### src/hw/led_out_pkg.sv
// ==================================================
// Front-panel LED output definitions
// LED bundle struct, activity hold time, PWM width
// ==================================================

`default_nettype none

package led_out_pkg;

    // USER, POWER and DISK lamps
    // For power and disk, bit 1 is the mode and bit 0 the state
    typedef struct packed {
        logic       user;
        logic [1:0] power;
        logic [1:0] disk;
    } mister_leds_t;

    // Cycles the disk lamp stays lit after the last activity
    localparam logic [15:0] ACTIVITY_HOLD = 16'd5000;

    // Counter and level width of the brightness PWM
    localparam int PWM_WIDTH = 8;

endpackage

`default_nettype wire

### src/hw/led_regs_pkg.sv
// ==================================================
// LED controller register map and bus types
// Register addresses, CPU bus request struct,
// control byte fields and union, reset values
// ==================================================

`default_nettype none

package led_regs_pkg;

    // Register addresses on the byte-wide CPU port
    localparam logic [7:0] ADDR_LED_LO = 8'h00;
    localparam logic [7:0] ADDR_LED_HI = 8'h01;
    localparam logic [7:0] ADDR_CTRL   = 8'h02;
    localparam logic [7:0] ADDR_PWM    = 8'h03;
    localparam logic [7:0] ADDR_STATUS = 8'h04;

    // One CPU bus cycle, write strobe plus data
    typedef struct packed {
        logic [7:0] addr;
        logic       write;
        logic [7:0] wdata;
    } led_bus_req_t;

    // Control byte, user_on at bit 0
    typedef struct packed {
        logic [1:0] reserved;
        logic       pwm_en;
        // DISK state when disk_mode selects user mode
        logic       disk_on;
        // 1 = user mode, 0 = system mode
        logic       disk_mode;
        logic       power_on;
        logic       power_mode;
        logic       user_on;
    } ctrl_fields_t;

    // Same byte seen raw by the bus and as fields by the LED logic
    typedef union packed {
        logic [7:0]   raw;
        ctrl_fields_t fields;
    } ctrl_word_u;

    // Register values after reset
    localparam logic [15:0] LED_WORD_RESET  = 16'h0000;
    localparam logic [7:0]  CTRL_RESET      = 8'h00;
    localparam logic [7:0]  PWM_LEVEL_RESET = 8'hFF;

endpackage

`default_nettype wire
### src/hw/led_ctrl_top.sv
// ==================================================
// LED controller top level
// Register file, activity stretcher and output
// stage wired together
// ==================================================

`timescale 1ns/1ps
`default_nettype none

module led_ctrl_top (
    input  wire logic                        clk,
    input  wire logic                        rst_n,
    // CPU register port
    input  wire led_regs_pkg::led_bus_req_t  io,
    output logic [7:0]                       io_readdata,
    // From the disk controller
    input  wire logic                        disk_activity,
    // Front panel lamps
    output led_out_pkg::mister_leds_t        leds,
    // Software LED word after dimming
    output logic [15:0]                      led_register
);

    import led_regs_pkg::*;
    import led_out_pkg::*;

    logic [15:0]          led_word;
    ctrl_word_u           ctrl;
    logic [PWM_WIDTH-1:0] pwm_level;
    // Shared by status readback and the disk lamp
    logic                 activity_busy;

    led_regfile u_regfile (
        .clk           (clk),
        .rst_n         (rst_n),
        .io            (io),
        .io_readdata   (io_readdata),
        .activity_busy (activity_busy),
        .led_word      (led_word),
        .ctrl          (ctrl),
        .pwm_level     (pwm_level)
    );

    // Hold time taken from the package default
    activity_stretch #(
        .HOLD_CYCLES (ACTIVITY_HOLD)
    ) u_stretch (
        .clk           (clk),
        .rst_n         (rst_n),
        .disk_activity (disk_activity),
        .activity_busy (activity_busy)
    );

    led_output_stage u_output (
        .clk           (clk),
        .rst_n         (rst_n),
        .led_word      (led_word),
        .ctrl          (ctrl),
        .pwm_level     (pwm_level),
        .activity_busy (activity_busy),
        .leds          (leds),
        .led_register  (led_register)
    );

endmodule

`default_nettype wire

### src/hw/led_output_stage.sv
// ==================================================
// LED output stage
// Free-running PWM, disk state mux and brightness
// gating of lamp states and the software LED word
// ==================================================

`timescale 1ns/1ps
`default_nettype none

module led_output_stage (
    input  wire logic                                  clk,
    input  wire logic                                  rst_n,
    // Register contents
    input  wire logic [15:0]                           led_word,
    input  wire led_regs_pkg::ctrl_word_u              ctrl,
    input  wire logic [led_out_pkg::PWM_WIDTH-1:0]     pwm_level,
    // Stretched disk activity for system mode
    input  wire logic                                  activity_busy,
    // Front panel and software LEDs
    output led_out_pkg::mister_leds_t                  leds,
    output logic [15:0]                                led_register
);

    import led_out_pkg::*;

    logic [PWM_WIDTH-1:0] pwm_cnt;
    // High while gated outputs may light
    logic                 lit;
    logic                 disk_state;

    // Wraps freely, starts at zero after reset
    always_ff @(posedge clk or negedge rst_n) begin
        if (!rst_n) begin
            pwm_cnt <= '0;
        end else begin
            pwm_cnt <= pwm_cnt + 1'b1;
        end
    end

    // Level of N gives N lit cycles per period
    // PWM off means full on
    assign lit = !ctrl.fields.pwm_en || (pwm_cnt < pwm_level);

    // User mode shows disk_on, system mode shows activity
    assign disk_state = ctrl.fields.disk_mode ? ctrl.fields.disk_on : activity_busy;

    // Mode bits pass ungated
    assign leds.user  = ctrl.fields.user_on & lit;
    assign leds.power = {ctrl.fields.power_mode, ctrl.fields.power_on & lit};
    assign leds.disk  = {ctrl.fields.disk_mode, disk_state & lit};

    // Every software LED bit dims with the same phase
    assign led_register = led_word & {16{lit}};

endmodule

`default_nettype wire

### src/hw/activity_stretch.sv
// ==================================================
// Disk activity stretcher
// Holds a busy level for HOLD_CYCLES edges after
// the last edge with activity seen
// ==================================================

`timescale 1ns/1ps
`default_nettype none

module activity_stretch #(
    parameter logic [15:0] HOLD_CYCLES = led_out_pkg::ACTIVITY_HOLD
) (
    input  wire logic clk,
    input  wire logic rst_n,
    // Pulse or level from the disk controller
    input  wire logic disk_activity,
    output logic      activity_busy
);

    // Remaining hold time
    logic [15:0] hold_cnt;

    always_ff @(posedge clk or negedge rst_n) begin
        if (!rst_n) begin
            hold_cnt      <= 16'd0;
            activity_busy <= 1'b0;
        end else if (disk_activity) begin
            // New activity restarts the full hold
            hold_cnt      <= HOLD_CYCLES;
            activity_busy <= 1'b1;
        end else if (hold_cnt != 16'd0) begin
            hold_cnt <= hold_cnt - 16'd1;
            // Busy drops together with the last step
            if (hold_cnt == 16'd1) begin
                activity_busy <= 1'b0;
            end
        end else begin
            // Idle, also covers a zero hold time
            activity_busy <= 1'b0;
        end
    end

endmodule

`default_nettype wire

### src/hw/led_regfile.sv
// ==================================================
// LED controller register file
// Write decode for LED word, control and PWM level,
// combinational readback including status byte
// ==================================================

`timescale 1ns/1ps
`default_nettype none

module led_regfile (
    input  wire logic                     clk,
    input  wire logic                     rst_n,
    // CPU port
    input  wire led_regs_pkg::led_bus_req_t io,
    output logic [7:0]                    io_readdata,
    // Stretched disk activity, status only
    input  wire logic                     activity_busy,
    // Register contents toward the output stage
    output logic [15:0]                   led_word,
    output led_regs_pkg::ctrl_word_u      ctrl,
    output logic [7:0]                    pwm_level
);

    import led_regs_pkg::*;

    // Status byte as read at ADDR_STATUS
    logic [7:0] status;

    // Busy in bit 1, raw user_on in bit 0
    assign status = {6'b0, activity_busy, ctrl.fields.user_on};

    // Writes land on every edge with the strobe high
    always_ff @(posedge clk or negedge rst_n) begin
        if (!rst_n) begin
            led_word  <= LED_WORD_RESET;
            ctrl.raw  <= CTRL_RESET;
            pwm_level <= PWM_LEVEL_RESET;
        end else if (io.write) begin
            case (io.addr)
                ADDR_LED_LO: begin
                    led_word[7:0] <= io.wdata;
                end
                ADDR_LED_HI: begin
                    led_word[15:8] <= io.wdata;
                end
                ADDR_CTRL: begin
                    // Whole byte, reserved bits included
                    ctrl.raw <= io.wdata;
                end
                ADDR_PWM: begin
                    pwm_level <= io.wdata;
                end
                default: begin
                    // Status and unmapped addresses ignore writes
                end
            endcase
        end
    end

    // Readback follows io.addr with no delay
    always_comb begin
        case (io.addr)
            ADDR_LED_LO: begin
                io_readdata = led_word[7:0];
            end
            ADDR_LED_HI: begin
                io_readdata = led_word[15:8];
            end
            ADDR_CTRL: begin
                io_readdata = ctrl.raw;
            end
            ADDR_PWM: begin
                io_readdata = pwm_level;
            end
            ADDR_STATUS: begin
                io_readdata = status;
            end
            default: begin
                // Unmapped reads as zero
                io_readdata = 8'h00;
            end
        endcase
    end

endmodule

`default_nettype wire

### config.mk
export PLATFORM = sky130hd
export DESIGN_NAME = led_ctrl_top
export DESIGN_NICKNAME = d
export VERILOG_FILES = /design/src/hw/led_out_pkg.sv /design/src/hw/led_regs_pkg.sv /design/src/hw/led_ctrl_top.sv /design/src/hw/led_output_stage.sv /design/src/hw/activity_stretch.sv /design/src/hw/led_regfile.sv
export SDC_FILE = /design/constraint.sdc
export NUM_CORES = 1
export LEC_CHECK = 0
export ABC_AREA = 0
export BUFFER_PORTS_ARGS = -buffer_cell sky130_fd_sc_hd__clkbuf_2
export CORE_ASPECT_RATIO = 0.5
export CORE_MARGIN = 2
export CORE_UTILIZATION = 57
export DETAILED_ROUTE_END_ITERATION = 8
export GPL_TIMING_DRIVEN = 0
export MAX_ROUTING_LAYER = met4
export PLACE_DENSITY = 0.77
export SLEW_MARGIN = 30
export SYNTH_ARGS = -nofsm -noshare
export SYNTH_HDL_FRONTEND = slang
export SYNTH_SLANG_ARGS = --single-unit
### constraint.sdc
create_clock -name clk -period 3 [get_ports clk]
set_input_delay 0.15 -clock clk [delete_from_list [all_inputs] [get_ports clk]]
set_output_delay 0.15 -clock clk [all_outputs]
set_load 0.03 [all_outputs]
==> results of run 1 <==
-- worst max-delay path, cell delays in order, from the launching register on --
cell                       delay [ns]
sky130_fd_sc_hd__dfstp_2         0.54
sky130_fd_sc_hd__inv_1           0.05
sky130_fd_sc_hd__ha_1            0.28
sky130_fd_sc_hd__o21ai_0         0.15
sky130_fd_sc_hd__a31oi_1         0.09
sky130_fd_sc_hd__o31ai_4         0.40
sky130_fd_sc_hd__clkbuf_2        0.31
sky130_fd_sc_hd__and3_1          0.22
sky130_fd_sc_hd__clkbuf_2        0.21
-- layer usage --
metal,part of all wire,vias up,global-route usage
met1,0.42,1208,0.308
li1,-,1115,-
met3,0.067,11,0.0755
met4,0.014,0,0.0678
met5,0,-,-
met2,0.50,71,0.405
-- layout make-up --
type / count / area (um^2) / area share
repair buffers: 49 / 253 / 0.0691
flip-flops and latches: 57 / 1440 / 0.393
clock inverters: 3 / 15.0 / 0.00411
well taps: 70 / 87.6 / 0.0240
multi-input cells: 188 / 1610 / 0.439
plain buffers: 10 / 55.1 / 0.0151
inverters: 12 / 45.0 / 0.0123
clock buffers: 13 / 159 / 0.0435
-- state kept, by name (all words and copies together) (netlist names) --
register                 count
u_regfile.led_word          16
u_stretch.hold_cnt          16
u_output.pwm_cnt             8
u_regfile.ctrl               8
u_regfile.pwm_level          8
u_stretch.activity_busy      1
-- cell usage in the layout (no fill, tap or decap), drive strengths merged, types with 3 or more instances in the layout --
cell type	netlist	layout
dfrtp	49	49
a31oi	3	3
dfstp	8	8
or4	4	4
nor4	6	6
xnor2	6	6
mux2	34	34
and3	20	20
ha	10	10
buf	6	6
nor3	6	6
and2	6	6
mux2i	3	3
xor2	4	4
clkinv	0	3
nand3	6	6
o31ai	3	3
nor2	14	14
clkbuf	4	65
nand2	11	11
mux4	7	7
and4	3	3
inv	12	12
o21ai	6	6
nand4	3	3
nor2b	3	3
a21oi	7	7
-- what timing repair did --
action,CTS,global route
hold buffers,1,0
pin swaps,0,0
gates resized for setup,2,2
hold endpoints to repair,49,0
setup endpoints to repair,10,10
-- power breakdown --
group	leakage, uW	internal [uW]	total (uW)	switching (uW)
sequential	0.000714	806	841	35.7
clock	0.0000932	341	630	289
combinational	0.000940	88.6	210	122
-- worst paths after layout --
check | endpoint | slack [ns]
worst min register to register | u_output.pwm_cnt[7] | 0.47
min in group asynchronous | u_stretch.hold_cnt[1] | 0.44
max in group asynchronous | u_regfile.led_word[10] | 2.05
worst min-delay path | u_regfile.ctrl[3] | 0.09
worst max-delay path | led_register[8] | 0.26
worst max register to register | u_stretch.hold_cnt[9] | 0.74
-- through the flow --
stage               setup WS [ns]  total power, uW   util  hold slack [ns]
global route                0.103             1760  0.715           0.0913
global placement            0.143             1050  0.676            0.425
detailed placement         0.0646             1060  0.676            0.298
finish                      0.263             1680  0.715           0.0929
floorplan                   0.773              984      -           -0.146
CTS                         0.126             1700  0.715           0.0771
-- logic make-up after synthesis --
| logic type | after synthesis | share of synthesized area |
|---|---|---|
| and+or+nand+nor | 96 | 0.201 |
| DFF | 57 | 0.459 |
| muxes | 44 | 0.182 |
| AOI/OAI and AO/OA | 28 | 0.0576 |
| buffers and inverters | 22 | 0.0316 |
| xor gates and xnor gates | 10 | 0.0280 |
| adders and majority gates | 10 | 0.0400 |
==> flow_summary.rst, run 1 <==
.. list-table::
   :header-rows: 1

   * - Metric
     - Value
   * - Result of the run
     - completed
   * - Fraction of layout cells with a size suffix above 1
     - 0.386
   * - Post-Route WL
     - 6730 um
   * - Dominant cell type by area after synthesis
     - sky130_fd_sc_hd__dfrtp_1
   * - Placement Rows
     - 18
   * - First-pass GRT wire length
     - 11300 um
   * - Pre-Repair DR Iteration Count
     - 5
   * - Number of instances on the worst hold path
     - 2
   * - Pins over their slew limit
     - 0
   * - Initial core utilization
     - 0.612
   * - Number of instances in the placed design
     - 385
   * - Overall routing resource usage
     - 0.250
   * - Total via count after detailed routing
     - 2405
   * - Largest net degree at the start of global routing
     - 58
   * - Number of enable flip-flop cells after synthesis
     - 0
   * - Antenna cells
     - 0
   * - Count of different cell masters after synthesis
     - 53
   * - Post-synth net total
     - 297
   * - Transition time at the pin with the least slew margin
     - 0.858 ns
   * - Reported max-cap violation count
     - 0
   * - Number of buffers inserted by port buffering
     - 48
   * - Final worst clock skew
     - approximately 0.0061 ns
   * - Origin of the worst setup path
     - u_regfile.pwm_level[1]
   * - Total gr overflow
     - 0
   * - Setup violators final
     - 0
   * - Highest achievable clock rate
     - between 0.3 and 0.4 GHz
   * - Synth Cell Area
     - 3130 um^2
   * - Summed area of non-filler cells in the final layout
     - 3660 um^2
   * - Per-cell routed wire length
     - 16.7 um
   * - Critical Path RT
     - 2.85 ns
   * - Number of standard cells in the layout, taps in and fillers out
     - roughly 400
   * - Pwr Density
     - 460 nW/um^2
   * - Post-synthesis sequential element count
     - 57
   * - I/O pins
     - 49
   * - Setup TNS after final layout
     - 0 ns
   * - H-Tree Depth
     - 3
   * - Max-slew headroom at the worst pin
     - 0.423
   * - Residual DRC count
     - 0
   * - Clock latency reported for the late side of the worst-skew pair
     - between 0.3 and 0.4 ns
   * - Number of antenna violations at the first check in global routing
     - 0
   * - Total Die Area
     - around 6100 um^2
   * - Most common cell in the synthesized netlist
     - sky130_fd_sc_hd__dfrtp_1
   * - Mapped Avg Cell Area
     - 11.7 um^2
   * - CTS Root Buffer Type
     - sky130_fd_sc_hd__clkbuf_8
   * - Worst R2R Path Depth
     - 7
   * - Cell types with the largest area share after synthesis
     - sky130_fd_sc_hd__dfrtp_1 (39%), sky130_fd_sc_hd__mux2_2 (12%), sky130_fd_sc_hd__dfstp_2 (6.7%)
   * - Kind of start point of the critical path
     - flip-flop
   * - Number of buffers on the longest clock path
     - 2
   * - Type of element capturing the critical path
     - primary output
   * - Classification of the worst setup path
     - flip-flop to primary output
   * - Final worst path period need
     - 2.74 ns
   * - Synth-to-Final Area Change
     - 16.9%
   * - Final estimated routing congestion in global placement
     - 0.852
   * - Placeable core region
     - between 5000 and 6000 um^2
   * - Die width
     - 109 um
   * - Cell Area, Placed
     - 3460 um^2
   * - Origin of the worst min-delay path
     - io[3]
   * - Share of the clock period used by the worst path after layout
     - 0.912
   * - Leakage power figure
     - 0.00175 uW
   * - Via density per instance
     - 5.98
   * - Via count of the first global-routing pass
     - 2319
   * - Leading cell types by count after synthesis
     - sky130_fd_sc_hd__dfrtp_1 (49), sky130_fd_sc_hd__mux2_2 (33), sky130_fd_sc_hd__and3_1 (20), sky130_fd_sc_hd__nor2_1 (14), sky130_fd_sc_hd__inv_1 (12)
   * - Clock tree from TritonCTS
     - done
   * - Post-synth top area share
     - 0.392
   * - DRT iter0 DRCs
     - ~90
   * - Number of CTS-inserted buffers
     - 9
   * - Clock-pin transition on the worst setup and hold timing paths
     - 0.06 ns
   * - Synth warnings
     - 0
   * - FFs w/ async S/R, synth
     - 1.00
   * - Crit path max fanout
     - 10
   * - Net count reported at finish
     - approximately 360
   * - Seq/Total Area, Yosys
     - 0.459
   * - Synth Instances
     - 267
   * - Class of the tightest hold or removal check
     - input port to flip-flop
   * - Max VDD drop
     - 0.342 mV
   * - RR Startpoint
     - u_stretch.hold_cnt[0]
   * - Die Ht
     - 56.4 um
   * - Final HPWL from detailed placement
     - between 4000 and 5000 um
   * - Dominant register cell in the synthesized netlist
     - sky130_fd_sc_hd__dfrtp_1
   * - Data arrival at the endpoint of the critical path
     - 2.59 ns
   * - Post-CTS setup-driven buffer insertion count
     - 0
   * - Final ANT Viol Nets
     - 0
   * - Hold violation total from the final report
     - 0
   * - Sinks on Clock Net
     - 57
   * - Number of filler cells placed in the layout
     - approximately 380
   * - Unrepaired setup endpoints after global routing
     - no
Power figures use the tool's default switching activity.
==> run 2, diff against run 1 <==
==> constraint.sdc (replaced) <==
create_clock -name clk -period 3 [get_ports clk]
set_input_delay 0.6 -clock clk [delete_from_list [all_inputs] [get_ports clk]]
set_output_delay 0.6 -clock clk [all_outputs]
set_load 0.03 [all_outputs]
==> run 2 against run 1 <==
Cell area increased by 0.27%. Critical path depth stayed put. Maximum frequency is 4.3% lower. Sequential cell count unchanged. Via count down 1.3%. Setup slack worse by 0.12 ns. Sequential power barely moved. Die area is the same. Hold slack improved by 0.25 ns. Register-to-register slack is essentially flat. Cell count unchanged. Sequential share of layout area down 0.11 points. Largest power group unchanged. Highest routed layer unchanged.
==> flow_summary.rst, run 2 (synthesized netlist as in run 1, its figures left out) <==
.. list-table::
   :header-rows: 1

   * - Metric
     - Value
   * - H-Tree Depth
     - 3
   * - Total gr overflow
     - 0
   * - Worst setup slack after placement
     - -0.385 ns
   * - Critical Path RT
     - approximately 2.4 ns
   * - Destination of the critical timing path
     - leds[4]
   * - Number of antenna violations at the first check in global routing
     - 0
   * - Pins over their slew limit
     - 0
   * - Commonest non-fill, non-tap cell in the layout
     - sky130_fd_sc_hd__dfrtp_1
   * - Summed area of non-filler cells in the final layout
     - 3670 um^2
   * - Number of buffers on the longest clock path
     - 2
   * - Leakage power figure
     - 0.00176 uW
   * - Die Ht
     - 56.4 um
   * - Number of CTS-inserted buffers
     - 9
   * - Crit path max fanout
     - 9
   * - Kind of start point of the critical path
     - flip-flop
   * - Max-slew headroom at the worst pin
     - 0.425
   * - Class of the tightest hold or removal check
     - input port to async pin
   * - Initial core utilization
     - 0.612
   * - Result of the run
     - completed
   * - Residual DRC count
     - 0
   * - Sinks on Clock Net
     - 57
   * - Placeable core region
     - 5110 um^2
   * - Hold violation total from the final report
     - 0
   * - First-pass GRT wire length
     - 11400 um
   * - Hold-fix buffers, CTS
     - 0
   * - Via count of the first global-routing pass
     - 2345
   * - DRT iter0 DRCs
     - 88
   * - Total via count after detailed routing
     - 2373
   * - Capture point of the worst reg-to-reg path
     - u_stretch.hold_cnt[9]
   * - End-of-flow core utilization
     - 0.717
   * - CTS Root Buffer Type
     - sky130_fd_sc_hd__clkbuf_8
   * - Pre-Repair DR Iteration Count
     - 4
   * - RR Startpoint
     - u_stretch.hold_cnt[0]
   * - Setup slack of the most critical reg-to-reg path
     - 0.74 ns
   * - I/O pins
     - between 40 and 50
   * - Worst setup margin
     - 0.141 ns
   * - Max VDD drop
     - around 0.34 mV
   * - Registers with the highest flip-flop counts
     - u_regfile.led_word x16, u_stretch.hold_cnt x16
   * - Cell Area, Placed
     - ~3500 um^2
   * - Pwr Total
     - 1680 uW
   * - Number of buffers inserted by port buffering
     - 48
   * - Commonest cells after routing, fill and taps aside
     - sky130_fd_sc_hd__dfrtp_1 (49), sky130_fd_sc_hd__clkbuf_2 (45), sky130_fd_sc_hd__mux2_2 (33), sky130_fd_sc_hd__and3_1 (20), sky130_fd_sc_hd__nor2_1 (14)
   * - Transition time at the pin with the least slew margin
     - 0.854 ns
   * - Unrepaired setup endpoints after global routing
     - no
   * - Largest net degree at the start of global routing
     - 58
   * - Reported max-cap violation count
     - 0
   * - Type of element capturing the critical path
     - primary output
   * - Final worst path period need
     - 2.86 ns
   * - Final HPWL from detailed placement
     - 4740 um
   * - Final estimated routing congestion in global placement
     - approximately 0.85
   * - Final worst clock skew
     - 0.00532 ns
   * - Pwr Density
     - 459 nW/um^2
   * - Net count reported at finish
     - 357
   * - Antenna cells
     - 0
   * - Highest achievable clock rate
     - 0.350 GHz
   * - Data arrival at the endpoint of the critical path
     - 2.26 ns
   * - Worst R2R Path Depth
     - 7
   * - Origin of the worst setup path
     - u_regfile.pwm_level[1]
   * - Fraction of layout cells with a size suffix above 1
     - 0.395
   * - Clock latency reported for the late side of the worst-skew pair
     - 0.33 ns
   * - Classification of the worst setup path
     - flip-flop to primary output
   * - Clock tree from TritonCTS
     - done
   * - Overall routing resource usage
     - 0.253
   * - Total Die Area
     - about 6000 um^2
   * - Die width
     - 109 um
   * - Via density per instance
     - 5.90
   * - Synth-to-Final Area Change
     - 17.2%
   * - Share of the clock period used by the worst path after layout
     - 0.953
   * - Post-Route WL
     - 6750 um
   * - Per-cell routed wire length
     - 16.8 um
   * - Placement Rows
     - 18
   * - Setup violators final
     - 0
   * - Final ANT Viol Nets
     - 0
   * - Clock-pin transition on the worst setup and hold timing paths
     - 0.06 ns
## run 2: repair_timing
| item | CTS | global route |
|---|---|---|
| pin swaps | 1 | 0 |
| setup endpoints to repair | 19 | 16 |
| setup buffers | 1 | 0 |
| resized for setup | 5 | 11 |
## run 2: worst min path at each step
stage                             start                     to  cells after the start
finish                            rst_n  u_stretch.hold_cnt[0]                      1
floorplan                         rst_n    u_output.pwm_cnt[0]                      0
global route                      rst_n  u_stretch.hold_cnt[7]                      1
global placement    u_output.pwm_cnt[7]    u_output.pwm_cnt[7]                      1
detailed placement  u_output.pwm_cnt[7]    u_output.pwm_cnt[7]                      1
CTS                               rst_n  u_stretch.hold_cnt[5]                      1
## run 2: worst max-delay path, stage by stage (launching register included)
cell,delay (ns)
sky130_fd_sc_hd__dfstp_2,0.54
sky130_fd_sc_hd__inv_1,0.05
sky130_fd_sc_hd__ha_1,0.29
sky130_fd_sc_hd__o21ai_1,0.12
sky130_fd_sc_hd__a31oi_1,0.08
sky130_fd_sc_hd__o31ai_4,0.26
sky130_fd_sc_hd__buf_4,0.21
sky130_fd_sc_hd__and3_1,0.18
sky130_fd_sc_hd__clkbuf_2,0.21
## run 2: final cells by class
type,instances,area (um^2)
clock inverter,3,15.0
fill,372,1450
clock buffer,13,159
multi-input combinational,188,1610
inverter,12,45.0
timing repair buffer,49,250
sequential,57,1440
tap,70,87.6
buffer,10,65.1
## run 2: per-layer routing
metal  global-route usage  wire (um)
met3               0.0755        449
met5                    -          0
met4               0.0678         90
met1                0.312       2830
met2                0.412       3370
## run 2: metrics by stage
step | setup TNS [ns] | hold WS [ns] | std cells
after floorplan | 0 | 0.304 | 267
after global placement | -2.82 | 0.470 | 385
after detailed placement | -3.60 | 0.472 | 385
after CTS | 0 | 0.378 | 402
after global routing | 0 | 0.412 | 402
final | 0 | 0.347 | 402
## run 2: power by group
part	total [uW]	switching (uW)	leakage (uW)	internal, uW
Clock	630	289	0.0000932	341
Combinational	211	122	0.000948	88.8
Sequential	841	35.5	0.000714	806
